===== config.mk =====
export PLATFORM = sky130hd
export DESIGN_NAME = mul_array_top
export DESIGN_NICKNAME = d
export VERILOG_FILES = /design/src/hdl/mul_pkg.sv /design/src/hdl/mul_array_top.sv /design/src/hdl/mul_datapath.sv /design/src/hdl/mul_lane.sv /design/src/hdl/result_collect.sv /design/src/hdl/wb_dispatch.sv
export VERILOG_INCLUDE_DIRS = /design/src /design/src/hdl
export SDC_FILE = /design/constraint.sdc
export NUM_CORES = 1
export LEC_CHECK = 0
export BUFFER_PORTS_ARGS = -buffer_cell sky130_fd_sc_hd__buf_2
export CORE_MARGIN = 1
export CORE_UTILIZATION = 58
export DETAILED_ROUTE_END_ITERATION = 12
export PLACE_DENSITY = 0.82
export SLEW_MARGIN = 20
export SYNTH_ARGS = -nofsm -noshare
export SYNTH_HDL_FRONTEND = slang
export SYNTH_SLANG_ARGS = --single-unit

===== constraint.sdc =====
create_clock -name clk -period 5.3 [get_ports clk]
set_input_delay 0.265 -clock clk [delete_from_list [all_inputs] [get_ports clk]]
set_output_delay 0.265 -clock clk [all_outputs]
set_load 0.03 [all_outputs]

===== src/hdl/mul_cfg.svh =====
`ifndef MUL_CFG_SVH
`define MUL_CFG_SVH

// operand width, product is twice this
`define MUL_WIDTH 16

// parallel multiplier lanes
`define MUL_LANES 4

// wishbone word address map
`define MUL_ADR_W 4
`define MUL_STATUS_ADR 8

`endif


===== src/hdl/mul_pkg.sv =====
`default_nettype none

`include "mul_cfg.svh"

package mul_pkg;

    // operand halves as seen by a lane
    typedef struct packed {
        logic signed [`MUL_WIDTH-1:0] multiplier;
        logic signed [`MUL_WIDTH-1:0] multiplicand;
    } mul_fields_t;

    // bus word or the two signed halves
    typedef union packed {
        logic [2*`MUL_WIDTH-1:0] raw;
        mul_fields_t             fields;
    } mul_operand_u;

    typedef logic signed [2*`MUL_WIDTH-1:0] mul_product_t;

endpackage

`default_nettype wire


===== src/hdl/mul_array_top.sv =====
`timescale 1ns/1ps
`default_nettype none

`include "mul_cfg.svh"

module mul_array_top (
    input  logic                  clk,
    input  logic                  n_rst,
    input  logic                  wb_cyc,
    input  logic                  wb_stb,
    input  logic                  wb_we,
    input  logic [`MUL_ADR_W-1:0] wb_adr,
    input  logic [31:0]           wb_dat_w,
    output logic                  wb_ack,
    output logic [31:0]           wb_dat_r
);

    import mul_pkg::*;

    logic [`MUL_LANES-1:0]         start;
    logic [`MUL_LANES-1:0]         busy;
    logic [`MUL_LANES-1:0]         done;
    mul_product_t [`MUL_LANES-1:0] product;
    mul_operand_u                  operand;
    logic                          rd_strobe;
    logic [`MUL_ADR_W-1:0]         rd_adr;

    wb_dispatch i_wb_dispatch (
        .clk       (clk),
        .n_rst     (n_rst),
        .wb_cyc    (wb_cyc),
        .wb_stb    (wb_stb),
        .wb_we     (wb_we),
        .wb_adr    (wb_adr),
        .wb_dat_w  (wb_dat_w),
        .busy      (busy),
        .wb_ack    (wb_ack),
        .start     (start),
        .operand   (operand),
        .rd_strobe (rd_strobe),
        .rd_adr    (rd_adr)
    );

    // all lanes see the same operand, start picks one
    for (genvar i = 0; i < `MUL_LANES; i++) begin : g_lane
        mul_lane i_mul_lane (
            .clk     (clk),
            .n_rst   (n_rst),
            .start   (start[i]),
            .operand (operand),
            .busy    (busy[i]),
            .done    (done[i]),
            .product (product[i])
        );
    end

    result_collect i_result_collect (
        .clk       (clk),
        .n_rst     (n_rst),
        .done      (done),
        .busy      (busy),
        .start     (start),
        .product   (product),
        .rd_strobe (rd_strobe),
        .rd_adr    (rd_adr),
        .wb_dat_r  (wb_dat_r)
    );

endmodule

`default_nettype wire


===== src/hdl/mul_datapath.sv =====
`timescale 1ns/1ps
`default_nettype none

`include "mul_cfg.svh"

module mul_datapath (
    input  logic                  clk,
    input  logic                  n_rst,
    input  logic                  load,
    input  logic                  step,
    input  mul_pkg::mul_operand_u operand,
    output logic                  last,
    output mul_pkg::mul_product_t product
);

    import mul_pkg::*;

    localparam int W = `MUL_WIDTH;
    localparam int CNT_W = $clog2(W) + 1;
    localparam logic [CNT_W-1:0] CNT_LAST = CNT_W'(W);
    localparam logic [CNT_W-1:0] CNT_SIGN = CNT_W'(W - 1);

    logic [W-1:0]     mcand_sr;
    logic [CNT_W-1:0] count;
    mul_product_t     mplier_ext;
    mul_product_t     partial;
    mul_product_t     addend;
    mul_product_t     acc;

    // bit counter, also the shift distance
    always_ff @(posedge clk or negedge n_rst) begin
        if (!n_rst) begin
            count <= '0;
        end else if (load) begin
            count <= '0;
        end else if (step) begin
            count <= count + 1'b1;
        end
    end

    // operand capture and multiplicand shifter
    always_ff @(posedge clk) begin
        if (load) begin
            mplier_ext <= {{W{operand.fields.multiplier[W-1]}}, operand.fields.multiplier};
            mcand_sr   <= operand.fields.multiplicand;
        end else if (step) begin
            mcand_sr <= {1'b0, mcand_sr[W-1:1]};
        end
    end

    // sign bit of the multiplicand has negative weight
    always_comb begin
        partial = mcand_sr[0] ? mplier_ext : '0;
        addend  = (count == CNT_SIGN) ? -partial : partial;
    end

    always_ff @(posedge clk) begin
        if (load) begin
            acc <= '0;
        end else if (step) begin
            acc <= acc + (addend << count);
        end
    end

    assign last    = (count == CNT_LAST);
    assign product = acc;

endmodule

`default_nettype wire


===== src/hdl/mul_lane.sv =====
`timescale 1ns/1ps
`default_nettype none

module mul_lane (
    input  logic                  clk,
    input  logic                  n_rst,
    input  logic                  start,
    input  mul_pkg::mul_operand_u operand,
    output logic                  busy,
    output logic                  done,
    output mul_pkg::mul_product_t product
);

    localparam logic [1:0] ST_IDLE = 2'd0;
    localparam logic [1:0] ST_LOAD = 2'd1;
    localparam logic [1:0] ST_RUN  = 2'd2;

    logic [1:0] state;
    logic [1:0] state_nxt;
    logic       load;
    logic       step;
    logic       last;

    mul_datapath i_mul_datapath (
        .clk     (clk),
        .n_rst   (n_rst),
        .load    (load),
        .step    (step),
        .operand (operand),
        .last    (last),
        .product (product)
    );

    always_comb begin
        state_nxt = state;
        case (state)
            ST_IDLE: if (start) state_nxt = ST_LOAD;
            ST_LOAD: state_nxt = ST_RUN;
            // counter has reached the end, product is final
            ST_RUN:  if (last) state_nxt = ST_IDLE;
            default: state_nxt = ST_IDLE;
        endcase
    end

    always_ff @(posedge clk or negedge n_rst) begin
        if (!n_rst) begin
            state <= ST_IDLE;
            done  <= 1'b0;
        end else begin
            state <= state_nxt;
            done  <= (state == ST_RUN) && last;
        end
    end

    assign load = (state == ST_LOAD);
    assign step = (state == ST_RUN) && !last;
    assign busy = (state != ST_IDLE);

endmodule

`default_nettype wire


===== src/hdl/result_collect.sv =====
`timescale 1ns/1ps
`default_nettype none

`include "mul_cfg.svh"

module result_collect (
    input  logic                                  clk,
    input  logic                                  n_rst,
    input  logic [`MUL_LANES-1:0]                 done,
    input  logic [`MUL_LANES-1:0]                 busy,
    input  logic [`MUL_LANES-1:0]                 start,
    input  mul_pkg::mul_product_t [`MUL_LANES-1:0] product,
    input  logic                                  rd_strobe,
    input  logic [`MUL_ADR_W-1:0]                 rd_adr,
    output logic [31:0]                           wb_dat_r
);

    import mul_pkg::*;

    localparam int LANE_W = $clog2(`MUL_LANES);
    localparam logic [`MUL_ADR_W-1:0] LANE_END   = `MUL_ADR_W'(`MUL_LANES);
    localparam logic [`MUL_ADR_W-1:0] STATUS_ADR = `MUL_ADR_W'(`MUL_STATUS_ADR);

    mul_product_t [`MUL_LANES-1:0] prod_q;
    logic [`MUL_LANES-1:0]         done_flag;
    logic [31:0]                   rd_word;

    // a restart in the done cycle leaves the flag clear
    always_ff @(posedge clk or negedge n_rst) begin
        if (!n_rst) begin
            prod_q    <= '0;
            done_flag <= '0;
        end else begin
            for (int i = 0; i < `MUL_LANES; i++) begin
                if (done[i]) begin
                    prod_q[i] <= product[i];
                end
                if (start[i]) begin
                    done_flag[i] <= 1'b0;
                end else if (done[i]) begin
                    done_flag[i] <= 1'b1;
                end
            end
        end
    end

    always_comb begin
        rd_word = '0;
        if (rd_adr < LANE_END) begin
            rd_word = prod_q[rd_adr[LANE_W-1:0]];
        end else if (rd_adr == STATUS_ADR) begin
            // busy above the done flags
            rd_word = {{(32 - 2 * `MUL_LANES){1'b0}}, busy, done_flag};
        end
    end

    always_ff @(posedge clk or negedge n_rst) begin
        if (!n_rst) begin
            wb_dat_r <= '0;
        end else if (rd_strobe) begin
            wb_dat_r <= rd_word;
        end
    end

endmodule

`default_nettype wire


===== src/hdl/wb_dispatch.sv =====
`timescale 1ns/1ps
`default_nettype none

`include "mul_cfg.svh"

module wb_dispatch (
    input  logic                  clk,
    input  logic                  n_rst,
    input  logic                  wb_cyc,
    input  logic                  wb_stb,
    input  logic                  wb_we,
    input  logic [`MUL_ADR_W-1:0] wb_adr,
    input  logic [31:0]           wb_dat_w,
    input  logic [`MUL_LANES-1:0] busy,
    output logic                  wb_ack,
    output logic [`MUL_LANES-1:0] start,
    output mul_pkg::mul_operand_u operand,
    output logic                  rd_strobe,
    output logic [`MUL_ADR_W-1:0] rd_adr
);

    logic                  req;
    logic                  we_q;
    logic [`MUL_ADR_W-1:0] adr_q;

    // new request, not yet answered
    assign req = wb_cyc && wb_stb && !wb_ack;

    always_ff @(posedge clk or negedge n_rst) begin
        if (!n_rst) begin
            wb_ack <= 1'b0;
            we_q   <= 1'b0;
            adr_q  <= '0;
        end else begin
            wb_ack <= req;
            if (req) begin
                we_q  <= wb_we;
                adr_q <= wb_adr;
            end
        end
    end

    // operand word shared by all lanes
    always_ff @(posedge clk) begin
        if (req) begin
            operand.raw <= wb_dat_w;
        end
    end

    // start during the ack cycle, busy lanes drop the write
    for (genvar i = 0; i < `MUL_LANES; i++) begin : g_start
        assign start[i] = wb_ack && we_q && (adr_q == `MUL_ADR_W'(i)) && !busy[i];
    end

    // read data gets registered on the ack edge
    assign rd_strobe = req && !wb_we;
    assign rd_adr    = wb_adr;

endmodule

`default_nettype wire


After elaboration in Yosys (flattened, before gate mapping)
Cells that the tools add are included.

Equality and inequality tests: 28. Shifts and indexed selects: 4. $add $sub $neg: 12. Reduce and logical (&&, ||, !) cells: 51. Mux-type cells: 48. Magnitude comparators: 2.

Operators by type and width (number): 32-bit two-way mux (10); 32-bit adder (4); 16-bit two-way mux (8); 32-bit negator (4); 32-bit by 5-bit << shifter with 32-bit output (4); 32-bit binary-select mux with 2-bit select (1); 5-bit two-way mux (8); 2-bit one-hot mux with 3 select lines (4); 2-bit nonzero test (12); 5-bit by 1-bit adder with 5-bit output, second input constant (4); 5-bit by 4-bit == test with 1-bit output, second input constant (4); 5-bit == test, second input constant (4); 1-bit logical AND (20); 2-bit two-way mux (8); 2-bit by 1-bit != test with 1-bit output, second input constant (8); 1-bit logical NOT (10); 2-bit by 1-bit == test with 1-bit output, second input constant (4); 2-bit == test, second input constant (4); 4-bit by 2-bit == test with 1-bit output, second input constant (2); 2-bit logical NOT (4); 1-bit two-way mux (8); 8-bit two-way mux (1); 2-bit AND reduction (4); 4-bit by 1-bit == test with 1-bit output, second input constant (1); other kinds (4) (4).

Input port bits: 41. Register bits: 490. Logic and storage cells: 182.

Logic depth before layout (Yosys ltp)
Depth after elaboration: 5. Mapped depth: 28. Depth with buffers taken out: 25.

Hierarchy
A second synthesis with hierarchy kept.

Cell total of the unflattened synthesis: 3455. Area total of the unflattened synthesis: 33296.9 um^2.

Modules (own cells, without submodules): result_collect (area each 6852.8 um^2, instances 1, cells an instance 405); mul_datapath (g_lane[3].i_mul_lane.i_mul_datapath) (area each 6222.2 um^2, instances 1, cells an instance 745); mul_datapath (g_lane[0].i_mul_lane.i_mul_datapath) (area each 6189.7 um^2, instances 1, cells an instance 745); mul_datapath (g_lane[2].i_mul_lane.i_mul_datapath) (area each 6138.4 um^2, instances 1, cells an instance 735); mul_datapath (g_lane[1].i_mul_lane.i_mul_datapath) (area each 6097.1 um^2, instances 1, cells an instance 730); wb_dispatch (area each 1291.2 um^2, instances 1, cells an instance 55); mul_lane (area each 126.4 um^2, instances 4, cells an instance 10).

Least setup slack after synthesis
No wires, ideal clock.

Path kind: register to register. Start point: register g_lane[3].i_mul_lane.i_mul_datapath.count[3]. End point: register g_lane[3].i_mul_lane.i_mul_datapath.acc[31]. Cell stages (with the launch flop): 25. Arrival: 5.487 ns. Period minus slack after synthesis: 5.605 ns. Slack: -0.305 ns. Required time: 5.182 ns. Cell sequence: dfrtp_1 > clkbuf_1 > buf_1 > clkbuf_1 > and3_1 > ha_1 > clkbuf_1 > buf_1 > clkbuf_1 > a211oi_1 > mux2_2 > or2_2 > a31oi_1 > o21ai_0 > ha_1 > a211oi_1 > o21bai_1 > a211oi_1 > o31ai_1 > a211oi_1 > o31ai_1 > o41ai_1 > xnor2_1 > nand2_1 > mux2i_1.

Cells in the longest elaborated chain, start to end: 4. Elaborated cells between the ends (all ways): 7. Those cells by class: add/sub: 1; eq/ne: 2; shift: 1; mux: 1; reduce/logical: 2.

RTL lines: start, declared (RTL line mul_datapath.sv:24) `logic [CNT_W-1:0] count;`; start signal, assigned (RTL line mul_datapath.sv:37) `count <= count + 1'b1;`; 5-bit by 4-bit == test with 1-bit output (RTL line mul_datapath.sv:54) `addend = (count == CNT_SIGN) ? -partial : partial;`; 32-bit two-way mux (RTL line mul_datapath.sv:54); 32-bit by 5-bit << shifter with 32-bit output (RTL line mul_datapath.sv:61) `acc <= acc + (addend << count);`; 32-bit adder (RTL line mul_datapath.sv:61); end signal, assigned (RTL line mul_datapath.sv:61); end, declared (RTL line mul_datapath.sv:28) `mul_product_t acc;`.

Several ways; a longest one is shown, not always the timed one. A chain may end at the register's enable or synchronous reset.

Worst setup path in the final report
Start point: register g_lane[1].i_mul_lane.i_mul_datapath.mplier_ext[8]. End point: register g_lane[1].i_mul_lane.i_mul_datapath.acc[30].

Cells in the longest elaborated chain, start to end: 5.

RTL lines: start, declared (RTL line mul_datapath.sv:25) `mul_product_t mplier_ext;`; start signal, assigned (RTL line mul_datapath.sv:44) `mplier_ext <= {{W{operand.fields.multiplier[W-1]}}, operand.fields.multiplier};`; 32-bit two-way mux * (RTL line mul_datapath.sv:53) `partial = mcand_sr[0] ? mplier_ext : '0;`; 32-bit negator (RTL line mul_datapath.sv:54); 32-bit two-way mux * (RTL line mul_datapath.sv:54); 32-bit by 5-bit << shifter with 32-bit output * (RTL line mul_datapath.sv:61); 32-bit adder * (RTL line mul_datapath.sv:61); end signal, assigned (RTL line mul_datapath.sv:61); end, declared (RTL line mul_datapath.sv:28).

Every way passes the cells marked *; elsewhere a longest branch is shown, timed or not.

==> reports/results.tsv <==
stage	metric	value	unit
sta	period_needed	5.20	ns
placed_design	place_ws	-0.141	ns
detailed_routing	postRouteAntennaNets	0	
synthesis	synth_nets	3738	
synthesis	netlist_area	31900	um^2
cts	cts_tree	built	
sta	slew_headroom	26.1	%
pwr	cellInternalPower	0.0125	W
detailed_routing	routed_wl	96100	um
synthesis	avgSynthCellArea	9.00	um^2
layout	final_net_count	3980	
sta	worstMarginPinSlew	1.11	ns
grt	antenna_found_initial	10	
pwr	comb_power_share	57.6	%
layout	drive_gt1_share	21.6	%
critical_path	arrival	5.69	ns
sta	fin_crit_sh	98.1	%
cts	htreeDepth	2	
cts	root_buffer	clkbuf_16	
cts	clk_pin_slew	0.06	ns
layout	layout_commonest_cell	nand2_1	
grt	grt_max_degree	124	
pwr	p_leak	16.5	nW
sta	rsz0062_at_grt	yes	
synthesis	yosysTopAreaCell	dfrtp_1	
detailed_routing	drt_iter0_drc	3116	
pwr	ir_drop	0.338	mV
sta	clock_skew	0.0244	ns
synthesis	syn_inst	3545	
synthesis	ys_ff_latch	490	
floorplan	rows	85	
detailed_routing	vias	29100	
critical_path	cp_max_fo	4	
cts	cts.sinks	490	
synthesis	synth-edff-count	160	
grt	grt_pass1_wl	148000	um
sta	max_freq	192	MHz
layout	area_growth	17.3	%
floorplan	initial_core_util	58.9	%
critical_path	critPathRequiredTime	5.79	ns
floorplan	die_x	237	um
grt	grt_pass1_vias	26900	
synthesis	synth_warnings	0	
grt	grt_overflow_total	0	
floorplan	pin_count	74	
grt	grt_usage	33.5	%
layout	instances_no_fill	4530	
sta	slew_viol_final	0	
detailed_routing	viasPerCell	6.43	
synthesis	yosys.area.top_type_share	15.8	%
placed_design	place_congestion	0.995	
critical_path	path_class	reg -> reg	
cts	clock_latency	0.62	ns
pwr	pwr-share-seq	25.0	%
hold_path	hp-class	in -> async	
sta	setup_viol	0	
pwr	power.switching	0.00977	W
layout	final_cell_mix	510 x nand2_1, 302 x nor2_1, 288 x buf_4	
layout	fillCellCount	4015	
placed_design	hpwl	68400	um
synthesis	yosys_most_used_dff	dfrtp_1	
sta	timing.final.ws_setup	0.103	ns
synthesis	yosysSeqAreaShare	38.9	%
pwr	p_sw_share	43.9	%
cts	clk_path_buf_depth	3	
pwr	p_per_area	594	nW/um^2
pwr	power_frac_clock	17.4	%
cts	numCtsBuffers	53	
detailed_routing	wire_per_inst	21.2	um
floorplan	fp.coreArea	54100	um^2
synthesis	yosys-top-cells-area	dfrtp_1 16%, edfxtp_1 15%, dfxtp_1 8.0%	
detailed_routing	drc_errors	0	
critical_path	worstSetupStartpointType	flop	
placed_design	portBuffers	73	
job	maxCapViolations	0	
placed_design	place_inst	4367	
floorplan	die_y	237	um
floorplan	fp.dieArea	56000	um^2
sta	hold_viol_final	0	
detailed_routing	first_pass_iters	6	
critical_path	worstSetupEndpointType	flop	
synthesis	synthArstFlopShare	41.2	%
run_status	status	finished clean	
synthesis	synth_cell_types	91	
-- through the flow --
step	hold WS [ns]	utilization [%]	instance area [um^2]	setup TNS, ns	total power (W)
finish	0.264	69.1	37400	0	0.0222
floorplan	-0.0306	-	31900	-0.0244	0.0138
global route	0.320	69.1	37400	-0.855	0.0237
detailed placement	0.404	63.4	34300	-0.847	0.0174
global placement	0.401	63.4	34300	-0.142	0.0172
CTS	0.240	67.6	36600	0	0.0214
-- registers in the layout (all words and copies together), names as in the netlist, 8 cells and up --
name                                         count
g_lane.i_mul_lane.i_mul_datapath.product       128
i_result_collect.prod_q                        128
g_lane.i_mul_lane.i_mul_datapath.mcand_sr       64
g_lane.i_mul_lane.i_mul_datapath.mplier_ext     64
i_result_collect.wb_dat_r                       32
i_wb_dispatch.operand                           32
g_lane.i_mul_lane.i_mul_datapath.count          20
g_lane.i_mul_lane.state                          8
-- repair_timing --
item	4_1_cts	5_1_grt
pin swaps	13	50
setup buffers	1	24
setup endpoints to repair	14	48
hold endpoints to repair	156	0
resized for setup	22	158
hold buffers	36	0
-- final cells by class --
type / count / area (um^2) / share of cell area, %
clock buffer: 66 / 1490 / 3.98
timing repair buffer: 398 / 2910 / 7.77
inverter: 95 / 360 / 0.963
multi-input combinational: 2749 / 19000 / 50.9
antenna: 3 / 7.51 / 0.0201
tap: 696 / 871 / 2.33
clock inverter: 33 / 332 / 0.886
sequential: 490 / 12400 / 33.2
-- cells by family after synthesis --
| kind of cell | share of synthesized area, % |
|---|---|
| AOI/OAI and AO/OA | 19.4 |
| xor gates and xnor gates | 3.35 |
| adders and majority gates | 6.05 |
| buffers and inverters | 3.85 |
| DFF | 38.9 |
| muxes | 11.2 |
| and+or+nand+nor | 17.2 |
-- Yosys cell counts (24+ instances only) --
master / count
a22o_1: 33
o22ai_1: 24
dfrtp_1: 202
inv_1: 85
buf_1: 27
nand2b_1: 39
nor2_1: 308
ha_1: 148
nand2_1: 512
o31ai_1: 38
a21o_1: 64
a31oi_1: 38
o21ai_0: 262
mux4_2: 47
clkbuf_1: 171
dfxtp_1: 128
xor2_1: 54
and2_1: 29
xnor2_1: 68
nand3_1: 120
o211ai_1: 26
nor3_1: 59
edfxtp_1: 160
a21oi_1: 247
mux2i_1: 72
a211oi_1: 56
mux2_2: 157
-- metal layers --
layer  global-route usage (%)  part of all wire [%]  vias to the layer above
met2                     53.6                    46                     1424
met5                        0                 0.073                        -
li1                         -                     -                    13500
met3                     4.45                   8.0                      267
met1                     44.8                    40                    13900
met4                     16.8                   5.2                       10
-- worst max-delay path, cell delays in order, from the launching register on --
cell      delay [ns]
edfxtp_1        0.39
or4_4           0.54
or3_4           0.35
o41a_4          0.38
ha_4            0.22
inv_2           0.05
a21oi_2         0.05
mux4_2          0.48
mux4_2          0.53
nor2_4          0.13
ha_4            0.22
a21o_1          0.15
a21o_1          0.18
a21oi_2         0.16
nor3b_4         0.24
a211oi_2        0.11
nor2_1          0.15
a21oi_2         0.10
a31oi_2         0.23
nor4b_2         0.07
or3_1           0.34
-- power groups by stage --
stage	Combinational (W)	Sequential, W	Clock (W)
floorplan	0.00860	0.00517	0
global placement	0.0117	0.00554	0
detailed placement	0.0118	0.00557	0
global route	0.0140	0.00559	0.00404
CTS	0.0120	0.00551	0.00389
finish	0.0128	0.00555	0.00386
-- final timing paths --
path	start	end	slack, ns	cells past startpoint
max	g_lane[1].i_mul_lane.i_mul_datapath.mplier_ext[8]$_DFFE_PP_	g_lane[1].i_mul_lane.i_mul_datapath.product[30]$_SDFFE_PP0P_	0.10	20
min in group clk	wb_cyc	i_wb_dispatch.adr_q[0]$_DFFE_PN0P_	0.28	4
max reg2reg	g_lane[1].i_mul_lane.i_mul_datapath.mplier_ext[8]$_DFFE_PP_	g_lane[1].i_mul_lane.i_mul_datapath.product[30]$_SDFFE_PP0P_	0.10	20
min	n_rst	i_result_collect.prod_q[23]$_DFFE_PN0P_	0.26	2
max in group asynchronous	n_rst	g_lane[2].i_mul_lane.i_mul_datapath.count[1]$_DFFE_PN0P_	3.84	3
min reg2reg	g_lane[2].i_mul_lane.i_mul_datapath.product[31]$_SDFFE_PP0P_	g_lane[2].i_mul_lane.i_mul_datapath.product[31]$_SDFFE_PP0P_	0.48	1
Note: power is estimated with default switching activity, not from simulation.
